--- config.mk ---
export PLATFORM = sky130hd
export DESIGN_NAME = issue_control
export DESIGN_NICKNAME = d
export VERILOG_FILES = /design/src/hw/issue_pkg.sv /design/src/hw/instr_decode.sv /design/src/hw/operand_select.sv /design/src/hw/branch_ctrl.sv /design/src/hw/dispatch_ctrl.sv /design/src/hw/issue_control.sv
export VERILOG_INCLUDE_DIRS = /design/src /design/src/hw
export SDC_FILE = /design/constraint.sdc
export NUM_CORES = 1
export LEC_CHECK = 0
export ABC_AREA = 1
export BUFFER_PORTS_ARGS = -buffer_cell sky130_fd_sc_hd__buf_4
export CAP_MARGIN = 20
export CORE_AREA = 2 2 136 138
export DETAILED_ROUTE_END_ITERATION = 7
export DIE_AREA = 0 0 138 140
export PLACE_DENSITY = 0.62
export SETUP_SLACK_MARGIN = 0.05
export SYNTH_ARGS = -nofsm -noshare
export SYNTH_HDL_FRONTEND = slang
export SYNTH_SLANG_ARGS = --single-unit
--- constraint.sdc ---
create_clock -name clk -period 2.4 [get_ports clk]
set_clock_uncertainty 0.05 [all_clocks]
set_input_delay 0.24 -clock clk [delete_from_list [all_inputs] [get_ports clk]]
set_output_delay 0.24 -clock clk [all_outputs]
set_load 0.01 [all_outputs]
--- src/hw/issue_config.svh ---
`ifndef ISSUE_CONFIG_SVH
`define ISSUE_CONFIG_SVH

// Datapath word
`define ISSUE_DATA_W 16

// ROB entry tag, sized for an eight-entry ROB
`define ISSUE_TAG_W 3

// Architectural register index
`define ISSUE_REG_W 3

`define ISSUE_NUM_ALU_RS 3 // ALU reservation stations

// JSR and JSRR write the return PC here
`define ISSUE_LINK_REG 7

`endif

--- src/hw/issue_pkg.sv ---
`include "issue_config.svh"

package issue_pkg;

	typedef logic [`ISSUE_DATA_W-1:0] word_t;
	typedef logic [`ISSUE_TAG_W-1:0] tag_t;
	typedef logic [`ISSUE_REG_W-1:0] reg_idx_t;
	typedef logic [1:0] rs_id_t; // ALU station number

	// LC-3b opcode field, instr[15:12]
	typedef enum logic [3:0] {
		op_br   = 4'h0,
		op_add  = 4'h1,
		op_ldb  = 4'h2,
		op_stb  = 4'h3,
		op_jsr  = 4'h4,
		op_and  = 4'h5,
		op_ldr  = 4'h6,
		op_str  = 4'h7,
		op_rti  = 4'h8,
		op_not  = 4'h9,
		op_ldi  = 4'ha,
		op_sti  = 4'hb,
		op_jmp  = 4'hc,
		op_shf  = 4'hd,
		op_lea  = 4'he,
		op_trap = 4'hf
	} opcode_t;

	// Where an instruction goes at issue
	typedef enum logic [2:0] {
		class_alu,
		class_load,
		class_store,
		class_br,
		class_lea,
		class_jmp,
		class_jsr,
		class_none
	} op_class_t;

endpackage

--- src/hw/instr_decode.sv ---
`timescale 1ns/1ps
`include "issue_config.svh"

module instr_decode import issue_pkg::*;
(
	input  word_t     instr,
	output opcode_t   opcode,
	output op_class_t op_class,
	output reg_idx_t  dest_reg,
	output reg_idx_t  sr1_idx,
	output reg_idx_t  sr2_idx,
	output word_t     imm5,
	output word_t     off6_byte,
	output word_t     off6_word,
	output word_t     off9,
	output word_t     off11,
	output logic      use_imm,
	output logic      jsr_rel
);

assign opcode   = opcode_t'(instr[15:12]);
assign dest_reg = instr[11:9]; // Also the store source
assign sr1_idx  = instr[8:6];
assign sr2_idx  = instr[2:0];
assign jsr_rel  = instr[11]; // JSR when set, JSRR when clear

// Sign extension
assign imm5      = {{(`ISSUE_DATA_W-5){instr[4]}}, instr[4:0]};
assign off6_byte = {{(`ISSUE_DATA_W-6){instr[5]}}, instr[5:0]};

// Word offsets, scaled to bytes
assign off6_word = {{(`ISSUE_DATA_W-7){instr[5]}}, instr[5:0], 1'b0};
assign off9      = {{(`ISSUE_DATA_W-10){instr[8]}}, instr[8:0], 1'b0};
assign off11     = {{(`ISSUE_DATA_W-12){instr[10]}}, instr[10:0], 1'b0};

// SHF always takes its amount from the instruction
assign use_imm = instr[5] || (opcode == op_shf);

always_comb
begin
	case (opcode)
		op_add, op_and, op_not, op_shf: op_class = class_alu;
		op_ldr, op_ldb:                 op_class = class_load;
		op_str, op_stb:                 op_class = class_store;
		op_br:                          op_class = class_br;
		op_lea:                         op_class = class_lea;
		op_jmp:                         op_class = class_jmp;
		op_jsr:                         op_class = class_jsr;
		default:                        op_class = class_none; // LDI, STI, TRAP, RTI
	endcase
end

endmodule

--- src/hw/operand_select.sv ---
`timescale 1ns/1ps

module operand_select import issue_pkg::*;
(
	input  logic  reg_busy,
	input  word_t reg_data,
	input  tag_t  reg_tag,
	input  logic  cdb_valid,
	input  tag_t  cdb_tag,
	input  word_t cdb_data,
	input  logic  rob_valid,
	input  word_t rob_value,
	output word_t value,
	output logic  valid,
	output tag_t  wait_tag
);

// Register file first, then the CDB broadcast, then the ROB
always_comb
begin
	value    = '0;
	valid    = 1'b1;
	wait_tag = '0;
	if (!reg_busy)
	begin
		value = reg_data;
	end
	else if (cdb_valid && (cdb_tag == reg_tag))
	begin
		value = cdb_data; // Producer completing this cycle
	end
	else if (rob_valid)
	begin
		value = rob_value;
	end
	else
	begin
		// Station waits on the producer's tag
		valid    = 1'b0;
		wait_tag = reg_tag;
	end
end

endmodule

--- src/hw/branch_ctrl.sv ---
`timescale 1ns/1ps

module branch_ctrl import issue_pkg::*;
(
	input  logic      clk,
	input  logic      rst_n,
	input  logic      flush,
	input  op_class_t op_class,
	input  word_t     curr_pc,
	input  word_t     off9,
	input  word_t     off11,
	input  logic      jsr_rel,
	input  word_t     base_value,
	input  logic      predict_taken,
	input  logic      issue,
	output logic      redirect,
	output word_t     redirect_pc,
	output logic      bubble
);

logic is_jump;

assign is_jump = (op_class == class_jmp) || (op_class == class_jsr);

// Target is also the BR fall-back value when not predicted taken
always_comb
begin
	case (op_class)
		class_br:
			redirect_pc = curr_pc + off9;
		class_jsr:
			redirect_pc = jsr_rel ? (curr_pc + off11) : base_value;
		class_jmp:
			redirect_pc = base_value; // Includes RET
		default:
			redirect_pc = '0;
	endcase
end

assign redirect = issue && (is_jump || ((op_class == class_br) && predict_taken));

// Fetch still presents the old fall-through word for one cycle
always_ff @(posedge clk)
begin
	if (!rst_n || flush)
	begin
		bubble <= 1'b0;
	end
	else
	begin
		bubble <= redirect;
	end
end

endmodule

--- src/hw/dispatch_ctrl.sv ---
`timescale 1ns/1ps
`include "issue_config.svh"

module dispatch_ctrl import issue_pkg::*;
(
	input  opcode_t   opcode,
	input  op_class_t op_class,
	input  reg_idx_t  dest_reg,
	input  word_t     imm5,
	input  word_t     off6_byte,
	input  word_t     off6_word,
	input  word_t     off9,
	input  logic      use_imm,
	input  logic      jsr_rel,
	input  word_t     j_value,
	input  logic      j_valid,
	input  tag_t      j_tag,
	input  word_t     k_value,
	input  logic      k_valid,
	input  tag_t      k_tag,
	input  word_t     s_value,
	input  logic      s_valid,
	input  tag_t      s_tag,
	input  logic [`ISSUE_NUM_ALU_RS-1:0] rs_busy,
	input  logic      lsb_full,
	input  logic      rob_full,
	input  tag_t      rob_tail,
	input  word_t     curr_pc,
	input  logic      instr_is_new,
	input  logic      bubble,
	input  word_t     redirect_pc,
	input  logic      predict_taken,
	output logic      stall,
	output logic      issue,
	output logic      rs_write,
	output rs_id_t    rs_id,
	output opcode_t   rs_op,
	output word_t     rs_vj,
	output logic      rs_vj_valid,
	output tag_t      rs_qj,
	output word_t     rs_vk,
	output logic      rs_vk_valid,
	output tag_t      rs_qk,
	output logic      lsb_write,
	output opcode_t   lsb_op,
	output word_t     lsb_offset,
	output word_t     lsb_vbase,
	output logic      lsb_vbase_valid,
	output tag_t      lsb_qbase,
	output word_t     lsb_vsrc,
	output logic      lsb_vsrc_valid,
	output tag_t      lsb_qsrc,
	output tag_t      lsb_dest,
	output logic      rob_write,
	output opcode_t   rob_op,
	output reg_idx_t  rob_dest_reg,
	output word_t     rob_value,
	output word_t     rob_pc,
	output logic      reg_set_busy,
	output reg_idx_t  reg_dest,
	output tag_t      reg_tag
);

logic is_alu;
logic is_load;
logic is_mem;
logic is_jsr;
logic present;
logic res_stall;

assign is_alu  = (op_class == class_alu);
assign is_load = (op_class == class_load);
assign is_mem  = is_load || (op_class == class_store);
assign is_jsr  = (op_class == class_jsr);
assign present = instr_is_new && !bubble; // Bubble cycle word is discarded

// Indirect jumps need their target now
assign res_stall = rob_full
	|| (is_alu && (&rs_busy))
	|| (is_mem && lsb_full)
	|| (((op_class == class_jmp) || (is_jsr && !jsr_rel)) && !j_valid);

assign stall = present && res_stall;
assign issue = present && !res_stall && (op_class != class_none);

// Lowest free station wins
always_comb
begin
	rs_id = '0;
	for (int i = `ISSUE_NUM_ALU_RS - 1; i >= 0; i--)
	begin
		if (!rs_busy[i])
			rs_id = rs_id_t'(i);
	end
end

assign rs_write    = issue && is_alu;
assign rs_op       = opcode;
assign rs_vj       = j_value;
assign rs_vj_valid = j_valid;
assign rs_qj       = j_tag;
assign rs_vk       = use_imm ? imm5 : k_value;
assign rs_vk_valid = use_imm || k_valid;
assign rs_qk       = use_imm ? '0 : k_tag;

assign lsb_write       = issue && is_mem;
assign lsb_op          = opcode;
assign lsb_offset      = ((opcode == op_ldb) || (opcode == op_stb)) ? off6_byte : off6_word;
assign lsb_vbase       = j_value;
assign lsb_vbase_valid = j_valid;
assign lsb_qbase       = j_tag;
assign lsb_vsrc        = s_value;
assign lsb_vsrc_valid  = s_valid;
assign lsb_qsrc        = s_tag;
assign lsb_dest        = is_load ? rob_tail : '0; // Stores return nothing on the CDB

// JMP writes no register, so it takes no ROB slot
assign rob_write = issue && (op_class != class_jmp);
assign rob_op    = opcode;
assign rob_pc    = curr_pc;

always_comb
begin
	rob_value    = '0;
	rob_dest_reg = dest_reg;
	case (op_class)
		class_lea:
			rob_value = curr_pc + off9;
		class_jsr:
		begin
			rob_value    = curr_pc; // Return address
			rob_dest_reg = reg_idx_t'(`ISSUE_LINK_REG);
		end
		class_br:
			rob_value = predict_taken ? curr_pc : redirect_pc; // Recovery PC on mispredict
		class_store:
			rob_dest_reg = '0;
		default:;
	endcase
end

assign reg_set_busy = issue && (is_alu || is_load || is_jsr || (op_class == class_lea));
assign reg_dest     = is_jsr ? reg_idx_t'(`ISSUE_LINK_REG) : dest_reg;
assign reg_tag      = rob_tail;

endmodule

--- src/hw/issue_control.sv ---
`timescale 1ns/1ps
`include "issue_config.svh"

module issue_control import issue_pkg::*;
(
	input  logic      clk,
	input  logic      rst_n,
	input  logic      flush,
	// Fetch
	input  word_t     instr,
	input  logic      instr_is_new,
	input  word_t     curr_pc,
	// CDB
	input  logic      cdb_valid,
	input  tag_t      cdb_tag,
	input  word_t     cdb_data,
	// Structural state
	input  logic [`ISSUE_NUM_ALU_RS-1:0] rs_busy,
	input  logic      lsb_full,
	input  logic      rob_full,
	// ROB allocation and read ports
	input  tag_t      rob_tail,
	input  word_t     rob_src1_value,
	input  logic      rob_src1_valid,
	input  word_t     rob_src2_value,
	input  logic      rob_src2_valid,
	// Register file reads
	input  logic      sr1_busy,
	input  word_t     sr1_data,
	input  tag_t      sr1_tag,
	input  logic      sr2_busy,
	input  word_t     sr2_data,
	input  tag_t      sr2_tag,
	input  logic      src_busy,
	input  word_t     src_data,
	input  tag_t      src_tag,
	input  logic      predict_taken,
	// Register file
	output reg_idx_t  sr1_idx,
	output reg_idx_t  sr2_idx,
	output reg_idx_t  src_idx,
	output logic      reg_set_busy,
	output reg_idx_t  reg_dest,
	output tag_t      reg_tag,
	// ROB
	output tag_t      rob_rd1_addr,
	output tag_t      rob_rd2_addr,
	output logic      rob_write,
	output opcode_t   rob_op,
	output reg_idx_t  rob_dest_reg,
	output word_t     rob_value,
	output word_t     rob_pc,
	// ALU stations
	output logic      rs_write,
	output rs_id_t    rs_id,
	output opcode_t   rs_op,
	output word_t     rs_vj,
	output logic      rs_vj_valid,
	output tag_t      rs_qj,
	output word_t     rs_vk,
	output logic      rs_vk_valid,
	output tag_t      rs_qk,
	// Load/store buffer
	output logic      lsb_write,
	output opcode_t   lsb_op,
	output word_t     lsb_offset,
	output word_t     lsb_vbase,
	output logic      lsb_vbase_valid,
	output tag_t      lsb_qbase,
	output word_t     lsb_vsrc,
	output logic      lsb_vsrc_valid,
	output tag_t      lsb_qsrc,
	output tag_t      lsb_dest,
	// Fetch
	output logic      stall,
	output logic      redirect,
	output word_t     redirect_pc
);

opcode_t   opcode;
op_class_t op_class;
reg_idx_t  dest_reg;
word_t     imm5;
word_t     off6_byte;
word_t     off6_word;
word_t     off9;
word_t     off11;
logic      use_imm;
logic      jsr_rel;
word_t     j_value;
logic      j_valid;
tag_t      j_tag;
word_t     k_value;
logic      k_valid;
tag_t      k_tag;
word_t     s_value;
logic      s_valid;
tag_t      s_tag;
logic      issue;
logic      bubble;

assign src_idx      = dest_reg; // Store data register sits in the DR field
assign rob_rd1_addr = sr1_tag;
// Port 2 serves SR2 or, for stores, the data register
assign rob_rd2_addr = (op_class == class_store) ? src_tag : sr2_tag;

instr_decode u_decode (.*);

// Base or J operand
operand_select u_sel_j (
	.reg_busy (sr1_busy),
	.reg_data (sr1_data),
	.reg_tag  (sr1_tag),
	.cdb_valid(cdb_valid),
	.cdb_tag  (cdb_tag),
	.cdb_data (cdb_data),
	.rob_valid(rob_src1_valid),
	.rob_value(rob_src1_value),
	.value    (j_value),
	.valid    (j_valid),
	.wait_tag (j_tag)
);

operand_select u_sel_k (
	.reg_busy (sr2_busy),
	.reg_data (sr2_data),
	.reg_tag  (sr2_tag),
	.cdb_valid(cdb_valid),
	.cdb_tag  (cdb_tag),
	.cdb_data (cdb_data),
	.rob_valid(rob_src2_valid),
	.rob_value(rob_src2_value),
	.value    (k_value),
	.valid    (k_valid),
	.wait_tag (k_tag)
);

// Store data
operand_select u_sel_s (
	.reg_busy (src_busy),
	.reg_data (src_data),
	.reg_tag  (src_tag),
	.cdb_valid(cdb_valid),
	.cdb_tag  (cdb_tag),
	.cdb_data (cdb_data),
	.rob_valid(rob_src2_valid),
	.rob_value(rob_src2_value),
	.value    (s_value),
	.valid    (s_valid),
	.wait_tag (s_tag)
);

branch_ctrl u_branch (
	.base_value(j_value),
	.*
);

dispatch_ctrl u_dispatch (.*);

endmodule

Word level (Yosys, flattened, before mapping)
Memory sizes are Yosys's and may differ from the RTL's.
Index checks and enable logic that the tools add are counted.
Storage, ports and cells
  logic and storage cells: 95
  input port bits: 159
  register bits: 1
  output and inout bits: 191
  memories kept: 1
  ROM bits: 48
Operators by class
  equality and inequality tests: 14
  reductions and logical operators: 38
  muxes and demuxes: 39
  add/subtract/negate cells: 2
Memories
  (name not given): words 16, width 3, rd ports 1, clocked after Yosys merged registers in 0, wr ports 0, RTL line instr_decode.sv:41  | case (opcode)
Operator list (number)
  16-bit two-way mux: 11
  16-bit case mux with 3 select lines: 2
  3-bit two-way mux: 13
  16-bit adder: 2
  1-bit logical AND: 17
  1-bit logical OR: 14
  3-bit equality test: 3
  3-bit equality test (second input constant): 3
  4-bit by 2-bit equality test with 1-bit output (second input constant): 2
  1-bit two-way mux: 8
  3-bit by 2-bit equality test with 1-bit output (second input constant): 2
  2-bit two-way mux: 3
  6-bit two-way mux: 1
  3-bit != test (second input constant): 2
  3-bit case mux with 2 select lines: 1
  1-bit zero test: 5
  4-bit equality test (second input constant): 1
  3-bit by 1-bit equality test with 1-bit output (second input constant): 1
  3-bit zero test: 1
  3-bit AND reduction: 1

Logic depth before layout (Yosys ltp)
  depth after elaboration: 11
  depth in mapped cells: 16

Hierarchy
Synthesis repeated with hierarchy kept, for this count alone.
Unflattened totals
  cell total of the unflattened synthesis: 1550
  area total of the unflattened synthesis: 8101.5 sq um
By module, submodules not included
  dispatch_ctrl: instances 1, cells an instance 523, area each 2807.7 sq um
  branch_ctrl: instances 1, cells an instance 463, area each 2336.0 sq um
  operand_select: instances 3, cells an instance 143, area each 675.6 sq um
  instr_decode: instances 1, cells an instance 120, area each 849.6 sq um
  issue_control: instances 1, cells an instance 15, area each 81.3 sq um

Least setup slack after synthesis
No wires, ideal clock.
  path type: input port to output port
  from: in instr[0]
  to: out rob_value[11]
  path slack: 0.414 ns
  required time: 2.110 ns
  buffers on the path: 0
  arrival time: 1.696 ns
  stages on the path: 12
  cell sequence: ha_1 fa_1 nand2_1 nand2_1 nand3_1 nand2_1 nand2_1 nand3b_1 nand3_1 nand3_1 nand2_1 nand2_1
Between the ends
  word-level cells in the longest chain between the ends: 5
  elaborated cells between the ends (all ways): 6
  those cells by class: 2 x add/sub; 4 x mux
RTL lines
  from (decl): RTL line issue_control.sv:10  | input word_t instr,
  16-bit adder: RTL line branch_ctrl.sv:32  | redirect_pc = jsr_rel ? (curr_pc + off11) : base_value;
  16-bit two-way mux: RTL line branch_ctrl.sv:32
  16-bit case mux with 3 select lines (*): RTL line branch_ctrl.sv:28  | case (op_class)
  named net redirect_pc[11]: RTL line issue_control.sv:77  | output word_t redirect_pc
  16-bit two-way mux (*): RTL line dispatch_ctrl.sv:135  | rob_value = predict_taken ? curr_pc : redirect_pc;
  16-bit case mux with 3 select lines (*): RTL line dispatch_ctrl.sv:126  | case (op_class)
  to (decl): RTL line issue_control.sv:51  | output word_t rob_value,
The timed path passes the listed nets; every way through them passes the cells marked *.

Worst setup path after layout
  from: in instr[0]
  to: out rob_value[15]
Between the ends
  word-level cells in the longest chain between the ends: 5
  elaborated cells between the ends (all ways): 6
  those cells by class: 2 x add/sub; 4 x mux
RTL lines (RTL line)
  16-bit adder: branch_ctrl.sv:32
  16-bit two-way mux: branch_ctrl.sv:32
  16-bit case mux with 3 select lines: branch_ctrl.sv:28
  16-bit two-way mux: dispatch_ctrl.sv:135
  16-bit case mux with 3 select lines (*): dispatch_ctrl.sv:126
Every way passes the cells marked *; elsewhere a longest branch is shown, timed or not.

==> metrics <==
Vias 6,643; Avg WL per Cell 16.0 um; IO Pins 350; commonest cells after routing, fill and taps aside buf_4, nand2_1, inv_1; overall routing resource usage 0.208; CP Max Fanout 5; Residual DRC 0; leakage power 4.12 nW; R2R setup slack 1470 ps; Worst slew margin 0.625; hold_buf cts 0; initial drt markers 405; Synth Register Bits 1; post-synth net total 1,077; Mapped Cells 893; Storage cell area 20.0 um^2; Crit path max-delay family simple AND/OR/NAND/NOR gates; area of the multi-input gates between 3000 and 4000 um^2; hold-critical path endpoint u_branch.bubble; Routed WL 22.3 mm; Worst path max stage delay ~360 ps; antenna violations before repair 1; gpl congestion ~0.96; max reg flops 1; Final Util 0.399; outcome complete, no violations; Avg Synthesized Cell Area 5.11 um^2; Nets 1,350; total negative slack 0 ps; Die ar. 19,300 um^2; CTS clk-pin slew, worst paths 0 ps; post-layout min period 2220 ps; placed cell count roughly 1,400; Worst R2R Start u_branch.bubble; RSZ-0062 raised after global routing yes; share of cells above drive strength 1 0.369; Crit Path Class in2out; Final Hold Viols 0; Die H 140 um; first-pass GRT wire length between 30 and 40 mm; HP Start flush; crit start category input pin; fmax 450 MHz; Die Wd between 100 and 150 um; number of synthesis warnings 0; Slew Limit Fails 0; via density per instance 4.77; Initial Util 0.257; Finished Cell Area 7100 um^2; Top reg by flops u_branch.bubble; HPWL after DPL 18.8 mm; worst r2r dst u_branch.bubble; hold depth 4; maxcap violations 0; CP Buf/Inv Count 2; Setup violations, final 0; Layout Cells excl Fill 1,394; Hold WC Path Type in2reg; total core area 17,800 um^2; number of global-route vias before repair 5,939; Max IR drop VDD 0.106 mV; Post-DRT Antenna Nets 0; reg2reg path depth 5; slowest stage cell, crit path fa_2; area of the mapped netlist 4560 um^2; fill count 2,010; largest net degree at the start of global routing 34; Power per Cell Area around 250 nW/um^2; worst-margin pin slew between 500 and 600 ps; arrival time worst endpoint 1930 ps; final period utilization 0.927; Req. time, crit path 2110 ps; kind of end point of the critical path primary output; post-synthesis sequential area ratio 0.00439; synth unique cells 36; IO buf count approximately 350; clk_lat worst skew 0 ps; Top Registers u_branch.bubble x1; most common cell after layout, fill and taps aside buf_4; Placed Instance Area 6940 um^2; DRT Pass-1 Iters 4; critical-path cell list buf_4 -> ha_1 -> fa_2 -> nand2_2 -> nand2_1 -> nand3_2 -> nand2_4 -> nand2_1 -> nand3_1 -> nand3_1 -> nand3_1 -> nand2_1 -> nand2_1 -> buf_4; P&R area growth vs syn 55.6%; Congestion Overflow GR 0; Final Total Pwr 1.77 mW; Most common cell on crit path nand2_1; Core Rows 49
## metal layers
layer | GRT usage | share of wire | wire length [um]
met5 | 0 | 0 | 0
met4 | 0.0338 | 0.018 | 404
met3 | 0.0174 | 0.063 | 1400
met2 | 0.386 | 0.50 | 11200
met1 | 0.267 | 0.42 | 9300
## metrics by stage
stage,setup WS [ps],hold slack (ps)
final,176,421
after global routing,32.8,458
after global placement,58.9,423
after detailed placement,55.7,423
after floorplan,414,316
after CTS,54.8,425
## layout make-up
type,instances,share of cell area
Multi-Input combinational cell,677,0.492
Timing Repair Buffer,379,0.407
Inverter,107,0.0573
Tap cell,229,0.0404
Sequential cell,1,0.00282
Antenna cell,1,0.000353
## cell families after synthesis
group	synth area share
simple gates	0.516
buf+inv	0.251
compound gates	0.135
fa+ha+maj	0.0702
xor+xnor	0.0230
flops	0.00439
## worst min-delay path, cell delays in order
cell and delay (ps):
buf_4 70, inv_1 30, nand2_1 40, nor2_1 30
## Yosys cell counts
cell	instances	area [um^2]
inv_2	3	11.3
inv_4	1	6.26
fa_1	1	20.0
nand3_4	2	35.0
o21bai_1	2	15.0
clkbuf_1	22	82.6
a21oi_1	40	200
xor2_1	7	61.3
nand2_1	313	1170
and2_1	1	6.26
nor2_4	2	22.5
buf_4	76	571
a21boi_0	1	7.51
nand3_2	2	20.0
nand2_4	2	22.5
a31oi_1	18	113
o21ai_0	30	150
nand2_2	10	62.6
nand3_1	83	415
xnor2_1	5	43.8
nand3b_1	15	113
nor2_1	70	263
buf_2	3	15.0
inv_1	103	387
a22oi_1	11	82.6
nor3_1	1	5.00
nor2_8	2	40.0
o22ai_1	2	12.5
ha_1	24	300
dfxtp_1	1	20.0
buf_6	6	67.6
buf_1	1	3.75
nand4_1	24	150
o21ai_4	1	16.3
nor2_2	4	25.0
o21ai_1	4	20.0
## worst max path at each step
stage	startpoint	end	slack (ps)	depth (start not counted)
floorplan	instr[0]	rob_value[11]	410	12
global placement	instr[0]	rob_value[7]	60	13
detailed placement	instr[0]	rob_value[11]	60	14
CTS	instr[0]	rob_value[11]	50	14
global route	instr[0]	rob_value[15]	30	14
finish	instr[0]	rob_value[15]	180	14
## where the power goes
part / total [mW] / leakage, nW / internal [mW] / switching [mW]
Clock: 0.0000000558 / 0.00000634 / 0.0000000558 / 0
Sequential: 0.0172 / 0.00806 / 0.0172 / 0.0000519
Combinational: 1.75 / 4.11 / 0.796 / 0.954
Total: 1.77 / 4.12 / 0.813 / 0.954
## repair_timing
item,CTS,global route
pin swaps,0,10
gates resized for setup,1,27
setup buffers,0,5
endpoints found under the setup margin,1,29
endpoints found under the hold margin,0,0
gates cloned,0,0
(Power assumes the default switching activity.)
